--- src/include/csrUnit_params.svh ---
/*
 * Sizing for the machine-mode CSR block.
 * The data width is fixed at 32 bits. Wider values are not supported by the mip layout.
 * CSR_COMMIT_WIDTH bounds how many instructions can retire in one cycle.
 */
`ifndef CSR_UNIT_PARAMS_SVH
`define CSR_UNIT_PARAMS_SVH

// Register width in bits
`define CSR_DATA_WIDTH 32

// Width of the retired-instruction count per cycle, so up to 3 per cycle
`define CSR_COMMIT_WIDTH 2

// Low address bits of the trap handler that are always zero
`define CSR_MTVEC_ALIGN 2

// Full width of mcycle and minstret
`define CSR_COUNTER_WIDTH (2 * `CSR_DATA_WIDTH)

`endif

--- src/csrPkg.sv ---
/*
 * Types for the machine-mode CSR block.
 * Trap causes use the RISC-V exception codes so that they go straight into mcause.
 * mret has its own code, which never reaches mcause.
 */
`include "csrUnit_params.svh"

package csrPkg;

    // Implemented CSR addresses
    typedef enum logic [11:0] {
        csrNumMstatus   = 12'h300,
        csrNumMie       = 12'h304,
        csrNumMtvec     = 12'h305,
        csrNumMscratch  = 12'h340,
        csrNumMepc      = 12'h341,
        csrNumMcause    = 12'h342,
        csrNumMtval     = 12'h343,
        csrNumMip       = 12'h344,
        csrNumMcycle    = 12'hB00,
        csrNumMinstret  = 12'hB02,
        csrNumMcycleh   = 12'hB80,
        csrNumMinstreth = 12'hB82
    } csrNumE;

    typedef enum logic [1:0] {
        csrWrite = 2'd0,
        csrSet   = 2'd1,
        csrClear = 2'd2
    } csrOpE;

    typedef enum logic [3:0] {
        causeInsnMisaligned  = 4'd0,
        causeInsnViolation   = 4'd1,
        causeInsnIllegal     = 4'd2,
        causeEbreak          = 4'd3,
        causeLoadMisaligned  = 4'd4,
        causeLoadViolation   = 4'd5,
        causeStoreMisaligned = 4'd6,
        causeStoreViolation  = 4'd7,
        causeEcall           = 4'd11,
        causeMret            = 4'd15
    } trapCauseE;

    // MIE at bit 3, MPIE at bit 7
    typedef struct packed {
        logic [`CSR_DATA_WIDTH-1:8] upperBits;
        logic                       mpie;
        logic [6:4]                 middleBits;
        logic                       mie;
        logic [2:0]                 lowBits;
    } mstatusT;

    typedef struct packed {
        logic [`CSR_DATA_WIDTH-6:0] reserved;
        logic [3:0]                 code;
    } intrCodeT;

    typedef struct packed {
        logic [`CSR_DATA_WIDTH-6:0] reserved;
        trapCauseE                  code;
    } trapCodeT;

    // Low 31 bits of mcause, read by the isInterrupt bit
    typedef union packed {
        intrCodeT interruptCode;
        trapCodeT trapCode;
    } mcauseCodeU;

    typedef struct packed {
        logic       isInterrupt;
        mcauseCodeU code;
    } mcauseT;

    typedef struct packed {
        logic                       writeEnable;
        csrOpE                      op;
        csrNumE                     number;
        logic [`CSR_DATA_WIDTH-1:0] operand;
    } csrReqT;

    typedef struct packed {
        logic                       triggerExcpt;
        logic                       triggerInterrupt;
        trapCauseE                  cause;
        logic [`CSR_DATA_WIDTH-1:0] causeAddr;
        logic [`CSR_DATA_WIDTH-1:0] dataAddr;
        logic [`CSR_DATA_WIDTH-1:0] interruptRetAddr;
        logic [3:0]                 interruptCode;
    } trapReqT;

    typedef struct packed {
        mstatusT                    mstatus;
        logic [`CSR_DATA_WIDTH-1:0] mie;
        logic [`CSR_DATA_WIDTH-1:0] mip;
        logic [`CSR_DATA_WIDTH-1:0] mtvec;
        logic [`CSR_DATA_WIDTH-1:0] mepc;
    } csrStateT;

endpackage

--- src/csrRegFile.sv ---
`timescale 1ns/1ps
/*
 * Machine trap state: mstatus, mie, mip, mcause, mtvec, mtval, mepc, mscratch.
 * Priority is interrupt, then exception, then CSR write. The core keeps them exclusive.
 * mip is read only. mtvec holds direct mode only, so its low bits read as zero.
 */
`include "csrUnit_params.svh"

module csrRegFile import csrPkg::*; (
    input  logic                       clk,
    input  logic                       arstN,
    input  csrReqT                     csrReq,
    input  trapReqT                    trapReq,
    input  logic [`CSR_DATA_WIDTH-1:0] writeValue,
    input  logic                       reqTimerInterrupt,
    input  logic                       reqExternalInterrupt,
    input  logic                       externalInterruptCode,
    output logic [`CSR_DATA_WIDTH-1:0] readData,
    output logic                       readHit,
    output csrStateT                   csrState,
    output logic                       externalInterruptCodeOut
);
    localparam int MtipBit = 7;
    localparam int MeipBit = 11;

    mstatusT                    mstatus;
    mcauseT                     mcause;
    logic [`CSR_DATA_WIDTH-1:0] mie;
    logic [`CSR_DATA_WIDTH-1:0] mtvec;
    logic [`CSR_DATA_WIDTH-1:0] mtval;
    logic [`CSR_DATA_WIDTH-1:0] mepc;
    logic [`CSR_DATA_WIDTH-1:0] mscratch;
    logic [`CSR_DATA_WIDTH-1:0] mipWord;
    logic                       mipTimer;
    logic                       mipExternal;
    logic                       externalCodeReg;

    // Only MTIP and MEIP exist
    always_comb begin
        mipWord = '0;
        mipWord[MtipBit] = mipTimer;
        mipWord[MeipBit] = mipExternal;
    end

    always_comb begin
        readHit = 1'b1;
        case (csrReq.number)
            csrNumMstatus:  readData = mstatus;
            csrNumMie:      readData = mie;
            csrNumMip:      readData = mipWord;
            csrNumMcause:   readData = mcause;
            csrNumMtvec:    readData = mtvec;
            csrNumMtval:    readData = mtval;
            csrNumMepc:     readData = mepc;
            csrNumMscratch: readData = mscratch;
            default: begin
                readData = '0;
                readHit = 1'b0;
            end
        endcase
    end

    always_ff @(posedge clk or negedge arstN) begin
        if (!arstN) begin
            mstatus         <= '0;
            mcause          <= '0;
            mie             <= '0;
            mtvec           <= '0;
            mtval           <= '0;
            mepc            <= '0;
            mscratch        <= '0;
            mipTimer        <= 1'b0;
            mipExternal     <= 1'b0;
            externalCodeReg <= 1'b0;
        end else begin
            // Request lines land in mip one cycle later
            mipTimer        <= reqTimerInterrupt;
            mipExternal     <= reqExternalInterrupt;
            externalCodeReg <= externalInterruptCode;

            if (trapReq.triggerInterrupt) begin
                mstatus.mpie <= mstatus.mie;
                mstatus.mie  <= 1'b0;
                mepc         <= trapReq.interruptRetAddr;
                mtval        <= trapReq.interruptRetAddr;
                mcause.isInterrupt <= 1'b1;
                mcause.code.interruptCode.reserved <= '0;
                mcause.code.interruptCode.code <= trapReq.interruptCode;
            end else if (trapReq.triggerExcpt) begin
                if (trapReq.cause == causeMret) begin
                    mstatus.mie <= mstatus.mpie;
                end else begin
                    mstatus.mpie <= mstatus.mie;
                    mstatus.mie  <= 1'b0;
                    mepc         <= trapReq.causeAddr;
                    mtval        <= trapReq.dataAddr;
                    mcause.isInterrupt <= 1'b0;
                    mcause.code.trapCode.reserved <= '0;
                    mcause.code.trapCode.code <= trapReq.cause;
                end
            end else if (csrReq.writeEnable) begin
                case (csrReq.number)
                    csrNumMstatus:  mstatus  <= mstatusT'(writeValue);
                    csrNumMie:      mie      <= writeValue;
                    csrNumMcause:   mcause   <= mcauseT'(writeValue);
                    csrNumMtvec: begin
                        mtvec <= {writeValue[`CSR_DATA_WIDTH-1:`CSR_MTVEC_ALIGN],
                                  {`CSR_MTVEC_ALIGN{1'b0}}};
                    end
                    csrNumMtval:    mtval    <= writeValue;
                    csrNumMepc:     mepc     <= writeValue;
                    csrNumMscratch: mscratch <= writeValue;
                    default: ;
                endcase
            end
        end
    end

    assign csrState = '{mstatus: mstatus, mie: mie, mip: mipWord, mtvec: mtvec, mepc: mepc};
    assign externalInterruptCodeOut = externalCodeReg;

    // Core issues at most one state update per cycle
    assert property (@(posedge clk) disable iff (!arstN)
        $onehot0({trapReq.triggerInterrupt, trapReq.triggerExcpt, csrReq.writeEnable}))
        else $error("Interrupt, exception and CSR write in the same cycle");

    assert property (@(posedge clk) disable iff (!arstN)
        trapReq.triggerExcpt |-> trapReq.cause inside {
            causeInsnMisaligned, causeInsnViolation, causeInsnIllegal, causeEbreak,
            causeLoadMisaligned, causeLoadViolation, causeStoreMisaligned,
            causeStoreViolation, causeEcall, causeMret})
        else $error("Unknown exception cause");

endmodule

--- src/csrCounters.sv ---
`timescale 1ns/1ps
/*
 * mcycle and minstret, 64 bits each, read and written as two halves.
 * The commit count is registered, so retired instructions show up one cycle late.
 */
`include "csrUnit_params.svh"

module csrCounters import csrPkg::*; (
    input  logic                        clk,
    input  logic                        arstN,
    input  csrReqT                      csrReq,
    input  logic [`CSR_DATA_WIDTH-1:0]  writeValue,
    input  logic [`CSR_COMMIT_WIDTH-1:0] commitNum,
    output logic [`CSR_DATA_WIDTH-1:0]  readData,
    output logic                        readHit
);
    logic [`CSR_COUNTER_WIDTH-1:0] cycleCnt;
    logic [`CSR_COUNTER_WIDTH-1:0] instretCnt;
    logic [`CSR_COMMIT_WIDTH-1:0]  commitNumReg;
    logic                          writeEn;

    // Increment with carry, then a written half replaces its incremented value
    function automatic logic [`CSR_COUNTER_WIDTH-1:0] nextCount(
        input logic [`CSR_COUNTER_WIDTH-1:0] current,
        input logic [`CSR_COMMIT_WIDTH-1:0]  step,
        input logic                          writeLow,
        input logic                          writeHigh,
        input logic [`CSR_DATA_WIDTH-1:0]    value
    );
        logic [`CSR_COUNTER_WIDTH-1:0] sum;
        sum = current + `CSR_COUNTER_WIDTH'(step);
        if (writeLow) sum[`CSR_DATA_WIDTH-1:0] = value;
        if (writeHigh) sum[`CSR_COUNTER_WIDTH-1:`CSR_DATA_WIDTH] = value;
        return sum;
    endfunction

    assign writeEn = csrReq.writeEnable;

    always_comb begin
        readHit = 1'b1;
        case (csrReq.number)
            csrNumMcycle:    readData = cycleCnt[`CSR_DATA_WIDTH-1:0];
            csrNumMcycleh:   readData = cycleCnt[`CSR_COUNTER_WIDTH-1:`CSR_DATA_WIDTH];
            csrNumMinstret:  readData = instretCnt[`CSR_DATA_WIDTH-1:0];
            csrNumMinstreth: readData = instretCnt[`CSR_COUNTER_WIDTH-1:`CSR_DATA_WIDTH];
            default: begin
                readData = '0;
                readHit = 1'b0;
            end
        endcase
    end

    always_ff @(posedge clk or negedge arstN) begin
        if (!arstN) begin
            cycleCnt     <= '0;
            instretCnt   <= '0;
            commitNumReg <= '0;
        end else begin
            commitNumReg <= commitNum;
            cycleCnt <= nextCount(cycleCnt, `CSR_COMMIT_WIDTH'(1),
                writeEn && csrReq.number == csrNumMcycle,
                writeEn && csrReq.number == csrNumMcycleh, writeValue);
            instretCnt <= nextCount(instretCnt, commitNumReg,
                writeEn && csrReq.number == csrNumMinstret,
                writeEn && csrReq.number == csrNumMinstreth, writeValue);
        end
    end

endmodule

--- src/csrAccessMerge.sv ---
`timescale 1ns/1ps
/*
 * Combinational glue between the register file and the counter bank.
 * The read word feeds the set and clear forms, so the write value is ready in the same cycle.
 * An unimplemented CSR number reads as zero.
 */
`include "csrUnit_params.svh"

module csrAccessMerge import csrPkg::*; (
    input  logic                       assertClk,
    input  csrReqT                     csrReq,
    input  trapReqT                    trapReq,
    input  logic [`CSR_DATA_WIDTH-1:0] regReadData,
    input  logic                       regReadHit,
    input  logic [`CSR_DATA_WIDTH-1:0] cntReadData,
    input  logic                       cntReadHit,
    input  csrStateT                   csrState,
    output logic [`CSR_DATA_WIDTH-1:0] writeValue,
    output logic [`CSR_DATA_WIDTH-1:0] csrReadOut,
    output logic [`CSR_DATA_WIDTH-1:0] trapTarget,
    output logic                       interruptPending
);
    logic [`CSR_DATA_WIDTH-1:0] readWord;
    logic [`CSR_DATA_WIDTH-1:0] handlerBase;

    always_comb begin
        if (regReadHit) begin
            readWord = regReadData;
        end else if (cntReadHit) begin
            readWord = cntReadData;
        end else begin
            readWord = '0;
        end
    end

    assign csrReadOut = readWord;

    // Read-modify-write forms
    always_comb begin
        case (csrReq.op)
            csrWrite: writeValue = csrReq.operand;
            csrSet:   writeValue = readWord | csrReq.operand;
            csrClear: writeValue = readWord & ~csrReq.operand;
            default:  writeValue = csrReq.operand;
        endcase
    end

    // Direct mode only
    assign handlerBase = {csrState.mtvec[`CSR_DATA_WIDTH-1:`CSR_MTVEC_ALIGN],
                          {`CSR_MTVEC_ALIGN{1'b0}}};

    assign trapTarget = (trapReq.cause == causeMret) ? csrState.mepc : handlerBase;

    // Global enable gates any enabled pending source
    assign interruptPending = csrState.mstatus.mie & (|(csrState.mip & csrState.mie));

    // Register file and counter bank decode disjoint numbers
    assert property (@(posedge assertClk) !(regReadHit && cntReadHit))
        else $error("Register file and counter bank both claim CSR %h", csrReq.number);

endmodule

--- src/csrUnit.sv ---
`timescale 1ns/1ps
/*
 * Machine-mode CSR block for a small RISC-V style core.
 * One CSR access per cycle, read in the same cycle, written at the next edge.
 * No handshake: every request completes in its own cycle.
 */
`include "csrUnit_params.svh"

module csrUnit import csrPkg::*; (
    input  logic                         clk,
    input  logic                         arstN,
    input  csrReqT                       csrReq,
    input  trapReqT                      trapReq,
    input  logic [`CSR_COMMIT_WIDTH-1:0] commitNum,
    input  logic                         reqTimerInterrupt,
    input  logic                         reqExternalInterrupt,
    input  logic                         externalInterruptCode,
    output logic [`CSR_DATA_WIDTH-1:0]   csrReadOut,
    output logic [`CSR_DATA_WIDTH-1:0]   trapTarget,
    output logic                         interruptPending,
    output logic                         externalInterruptCodeOut
);
    logic [`CSR_DATA_WIDTH-1:0] regReadData;
    logic                       regReadHit;
    logic [`CSR_DATA_WIDTH-1:0] cntReadData;
    logic                       cntReadHit;
    logic [`CSR_DATA_WIDTH-1:0] writeValue;
    csrStateT                   csrState;

    csrRegFile regFile_i (
        .clk(clk), .arstN(arstN), .csrReq(csrReq), .trapReq(trapReq),
        .writeValue(writeValue), .reqTimerInterrupt(reqTimerInterrupt),
        .reqExternalInterrupt(reqExternalInterrupt),
        .externalInterruptCode(externalInterruptCode),
        .readData(regReadData), .readHit(regReadHit), .csrState(csrState),
        .externalInterruptCodeOut(externalInterruptCodeOut)
    );

    csrCounters counters_i (
        .clk(clk), .arstN(arstN), .csrReq(csrReq), .writeValue(writeValue),
        .commitNum(commitNum), .readData(cntReadData), .readHit(cntReadHit)
    );

    csrAccessMerge merge_i (
        .assertClk(clk), .csrReq(csrReq), .trapReq(trapReq),
        .regReadData(regReadData), .regReadHit(regReadHit),
        .cntReadData(cntReadData), .cntReadHit(cntReadHit), .csrState(csrState),
        .writeValue(writeValue), .csrReadOut(csrReadOut), .trapTarget(trapTarget),
        .interruptPending(interruptPending)
    );

endmodule

--- config.mk ---
export PLATFORM = sky130hd
export DESIGN_NAME = csrUnit
export DESIGN_NICKNAME = d
export VERILOG_FILES = /design/src/csrPkg.sv /design/src/csrRegFile.sv /design/src/csrCounters.sv /design/src/csrAccessMerge.sv /design/src/csrUnit.sv
export VERILOG_INCLUDE_DIRS = /design/src /design/src/include
export SDC_FILE = /design/constraint.sdc
export NUM_CORES = 1
export LEC_CHECK = 0
export ABC_AREA = 1
export BUFFER_PORTS_ARGS = -buffer_cell sky130_fd_sc_hd__buf_2
export CORE_MARGIN = 5
export CORE_UTILIZATION = 35
export CTS_BUF_LIST = sky130_fd_sc_hd__clkbuf_4
export CTS_CLUSTER_DIAMETER = 200
export DETAILED_ROUTE_END_ITERATION = 16
export SETUP_SLACK_MARGIN = 0.15
export SLEW_MARGIN = 20
export SYNTH_ARGS = -nofsm -noshare
export SYNTH_HDL_FRONTEND = slang
export SYNTH_SLANG_ARGS = --single-unit
--- constraint.sdc ---
create_clock -name clk -period 3.7 [get_ports clk]
set_input_delay 0.555 -clock clk [delete_from_list [all_inputs] [get_ports clk]]
set_output_delay 0.555 -clock clk [all_outputs]
set_load 0.005 [all_outputs]
# == Word level (Yosys, flattened, before mapping) ==
# Cells that the tools add are included.
# totals
regBits,355
input_bits,160
out_inout_bits,66
word_cells,99
# classes
add_sub_neg,2
n_eq_ne,16
n_mux,35
bitwise_logic,7
n_reduce_logical,21
# ops
op,count
32-bit 2-to-1 mux,22
32-bit one-hot mux with 8 select lines,1
32-bit one-hot mux with 4 select lines,1
"12-bit by 10-bit == test with 1-bit output, second input constant",8
"64-bit by 1-bit adder with 64-bit output, second input constant",1
64-bit by 2-bit adder with 64-bit output,1
32-bit one-hot mux with 2 select lines,1
"12-bit == test, second input constant",4
12-bit by 32-bit bitwise AND with 32-bit output,1
32-bit bitwise AND,1
32-bit inverter,1
32-bit OR,1
32-bit OR reduction,1
8-bit 2-to-1 mux,2
4-bit AND reduction,4
3-bit nonzero test,5
3-bit AND reduction,4
1-bit 2-to-1 mux,8
8-bit OR reduction,1
"4-bit == test, second input constant",1
1-bit logical AND,4
4-bit OR reduction,1
"3-bit != test, second input constant",1
"2-bit by 1-bit == test with 1-bit output, second input constant",1
other kinds (4),5

# == Depth between registers and ports, before layout ==
# logic_depth
ltp_word,11
ltp_mapped,17
mapped_depth_nobuf,15

# == Cells and area by module ==
# Synthesis repeated with hierarchy kept, for this count alone.
# hier_totals
cells_unflattened,3743
area_unflattened_um2,24466.0
# modules_own_cells
module,instances,cells_each,area_per_inst_um2
csrRegFile,1,1651,11891.4
csrCounters,1,1675,10272.4
csrAccessMerge,1,417,2302.2

# == Worst setup path after synthesis ==
# OpenSTA, ideal clock, no wires.
# synth_timing
path_kind,input port to output port
start,in csrReq[41] in the netlist's numbering
end,out csrReadOut[3]
arrival_time_ns,1.733
required_ns,3.145
slack_ns,1.412
stages,10
path_buffers,3
path_cell_list,nand2_2 inv_2 nand2_2 nor2_4 buf_6 buf_8 buf_6 nand3_2 nand4_1 or3_1
# synth_via
elab_chain_len,5
word_cells_on_any_way,20
cone_classes,12 x eq/ne; 6 x mux; 2 x reduce/logical
# synth_rtl
element,line,source
from (decl),csrUnit.sv:12,"input csrReqT csrReq,"
12-bit == test,csrCounters.sv:41,case (csrReq.number)
4-bit OR reduction (no source line),--,
1-bit 2-to-1 mux,csrCounters.sv:41,
32-bit 2-to-1 mux,csrAccessMerge.sv:29,end else if (cntReadHit) begin
32-bit 2-to-1 mux (*),csrAccessMerge.sv:27,if (regReadHit) begin
to (decl),csrUnit.sv:18,"output logic [`CSR_DATA_WIDTH-1:0] csrReadOut,"
# Every way passes the cells marked *; elsewhere a longest branch is shown, timed or not.

# == Worst setup path after layout ==
# layout_timing
start,in csrReq[42] in the netlist's numbering
end,out csrReadOut[11]
# The elaborated chain is that of the path after synthesis.

==> impl_results.md <==
- WL per Instance: around 22 µm
- Clk pin slew, worst setup/hold paths: about 60 ps
- GPL Wtd Cong: 1.016
- Rows: about 90
- Chip width: roughly 260 µm
- Critical path type: primary input to primary output
- Detail Route Antenna Nets: 0
- # fillers: between 6k and 7k
- Top cells by count, synth: nand2_1, dfrtp_1, nand3_1
- H-Tree Depth: 3
- GRT overflow: 0
- # setup viols final: 0
- HPWL Detailed: between 70 and 80 mm
- Drt total wl: approximately 97 mm
- Yosys cell types: 46
- Util after Layout: 0.4242
- Crit path time final: 3268 ps
- Die ar.: approximately 68,000 µm²
- Crit Reg-Reg Startpoint: counters_i.instretCnt[0]
- # nets final: between 3k and 4k
- Status: finished clean
- Top post-synthesis cells by area: dfrtp_1, nand2_1, nand3_1
- Worst slew pin tran: 1070 ps
- CP required: 3140 ps
- R2R Setup Slk: 590 ps
- Initial Util: 0.3521
- RSZ-0062 raised after global routing: false
- P per Cell Area: ~360 nW/µm²
- Post-synth EDFFs: 0
- Cts bufs inserted: between 100 and 150
- DR vias/cell: 5.386
- Cell taking the most area after synthesis: dfrtp_1
- Largest net degree at the start of global routing: between 80 and 90
- CTS tree: yes
- Ys async rst share: 1.000
- Hold path endpoint: regFile_i.mtval[4]
- Worst-Skew Late Latency: ~900 ps
- CP cell instances: buf_2 -> nor2_1 -> nand2_2 -> nor2_4 -> nand2_4 -> inv_2 -> nand2_1 -> nand2_1 -> nor2_1 -> nand3_1 -> buf_2
- Worst EP arrival: 2710 ps
- Final period util: 0.8833
- Hold Fails Final Rpt: 0
- Synth warn: 0
- Worst-case reg-to-reg path depth: 15
- Synthesized Nets: between 3k and 4k
- Hold path cells: 3
- Most numerous cell in the Yosys netlist: nand2_1
- First-pass GRT wire length: roughly 140 mm
- Proportion of layout cells with a drive suffix above 1: 0.1613
- Setup TNS: 0 ps
- Chip height: between 200 and 300 µm
- R2r endpoint: counters_i.instretCnt[42]
- Max-slew violations: 0
- Critical path endpoint category: primary output
- Fmax: slightly above 0.3 GHz
- DRC Markers: 0
- Worst path max stage delay: between 600 and 700 ps
- Area growth, synth to finish: 20.45%
- Seq/Total Area, Yosys: 0.4014
- Crit path launch type: primary input
- Vias: 23.77k
- Iter 0 DRT Violations: 2,385
- Synth Area per Inst: roughly 7.1 µm²
- IO Count: ~230
- All-Layer GR Usage: 0.2760
- Initial antenna violation count: 2
- First drt pass iteration count: 6
- Peak VDD IR: 183.4 µV
- Synth Cell Area: 22,130 µm²
- CP Max Fanout: 15
- Static leakage: between 0.01 and 0.015 µW
- Top cell type's share of synthesized area: 0.4014
- CTS root buffer: clkbuf_4
- Maxcap violations: 0
- Cells after Synth: 3,136
- Worst Hold Class: primary input to flop
- Yosys reg bits: about 360
- Slew Limit Headroom: 0.2840
- Clock Sinks: approximately 360
- Max Clock Skew: approximately 83 ps
- Port bufs: about 230
- Worst-case clock buffer depth: 3
- Hold_sp: trapReq[40]
- Primary FF master, synth: dfrtp_1
- Core Area: approximately 63,000 µm²
- Slowest-stage cell, CP: nor2_4
- Setup Fix Bufs, Post-CTS: 0
- Vias in the first global route: ~23k
-- what timing repair did --
action	4_1_cts	5_1_grt
hold buffers	112	0
gates resized for setup	0	0
hold endpoints to repair	146	0
-- kinds of logic after synthesis --
| family | after synthesis | synth area share |
|---|---|---|
| flip-flops | 355 | 0.4014 |
| buffers and inverters | 422 | 0.07988 |
| multiplexers | 1 | 0.0004523 |
| XOR/XNOR | 114 | 0.04511 |
| AND/OR/NAND/NOR | 1734 | 0.3479 |
| adder cells (fa/ha/maj) | 6 | 0.003731 |
| AO/OA/AOI/OAI | 504 | 0.1215 |
-- sequential cells by signal, indices dropped and copies added (netlist names), 2 cells and up --
name	flops
counters_i.cycleCnt	64
counters_i.instretCnt	64
regFile_i.csrState	32
regFile_i.mcause	32
regFile_i.mepc	32
regFile_i.mie	32
regFile_i.mscratch	32
regFile_i.mtval	32
regFile_i.mtvec	30
counters_i.commitNumReg	2
-- stage by stage --
stage | instances | cell area (µm²) | power [µW] | hold WS [ps] | setup slack (ps)
global route | 4411 | 26660 | 10020 | 28.79 | 318.8
finish | 4412 | 26660 | 9579 | 51.15 | 431.6
CTS | 4410 | 26650 | 9665 | 1.445 | 507.5
floorplan | 3136 | 22130 | 4994 | 259.4 | 1412
detailed placement | 4116 | 24180 | 5602 | 473.4 | 458.3
global placement | 4116 | 24180 | 5584 | 466.6 | 476.9
-- cell type report --
class | instances | area, µm² | share of cell area
diodes | 2 | 5.005 | 0.0001877
clock buffers | 153 | 1149 | 0.04308
clock inverters | 29 | 200.2 | 0.007509
inverters | 274 | 1028 | 0.03858
multi-input cells | 2359 | 11540 | 0.4328
flip-flops and latches | 355 | 8884 | 0.3332
well taps | 846 | 1059 | 0.03971
repair buffers | 394 | 2798 | 0.1049
-- routing by layer --
| metal | vias up | GRT usage | share of wire |
|---|---|---|---|
| met4 | 0 | 0.1225 | 0.046 |
| li1 | 11070 | - | - |
| met3 | 218 | 0.05659 | 0.086 |
| met5 | - | 0 | 0 |
| met2 | 1110 | 0.4328 | 0.45 |
| met1 | 11360 | 0.3700 | 0.41 |
-- layout by cell type (no fill, tap or decap), drive strengths merged, types with 4 or more instances in the layout --
master,count
a211oi,32
a21oi,71
a221oi,12
a22oi,9
buf,282
clkbuf,153
clkinv,24
dfrtp,355
dlygate4sd3,112
ha,5
inv,277
nand2,900
nand3,333
nand3b,4
nand4,85
nor2,317
nor3,48
nor4,20
o21ai,371
o22ai,6
or2,19
xnor2,33
xor2,81
-- power breakdown --
part	internal [µW]	total, µW	switching, µW	leakage [µW]
logic	482	1350	866	0.00728
clock network	2040	3900	1870	0.000800
registers	4090	4330	234	0.00472
-- worst max-delay path: cells and delay by family --
| kind | cells | cell delay (ps) |
|---|---|---|
| buf+inv | 3 | 570 |
| simple gates | 8 | 1570 |
-- how the worst max path moves through the flow --
stage	end	startpoint	cells past startpoint	slack [ps]
finish	csrReadOut[11]	csrReq[42]	11	430
global route	csrReadOut[11]	csrReq[42]	11	320
CTS	csrReadOut[11]	csrReq[42]	11	510
detailed placement	counters_i.cycleCnt[45]	csrReq[42]	14	460
global placement	counters_i.cycleCnt[45]	csrReq[42]	14	480
floorplan	csrReadOut[3]	csrReq[41]	10	1410
(Power assumes the default switching activity.)
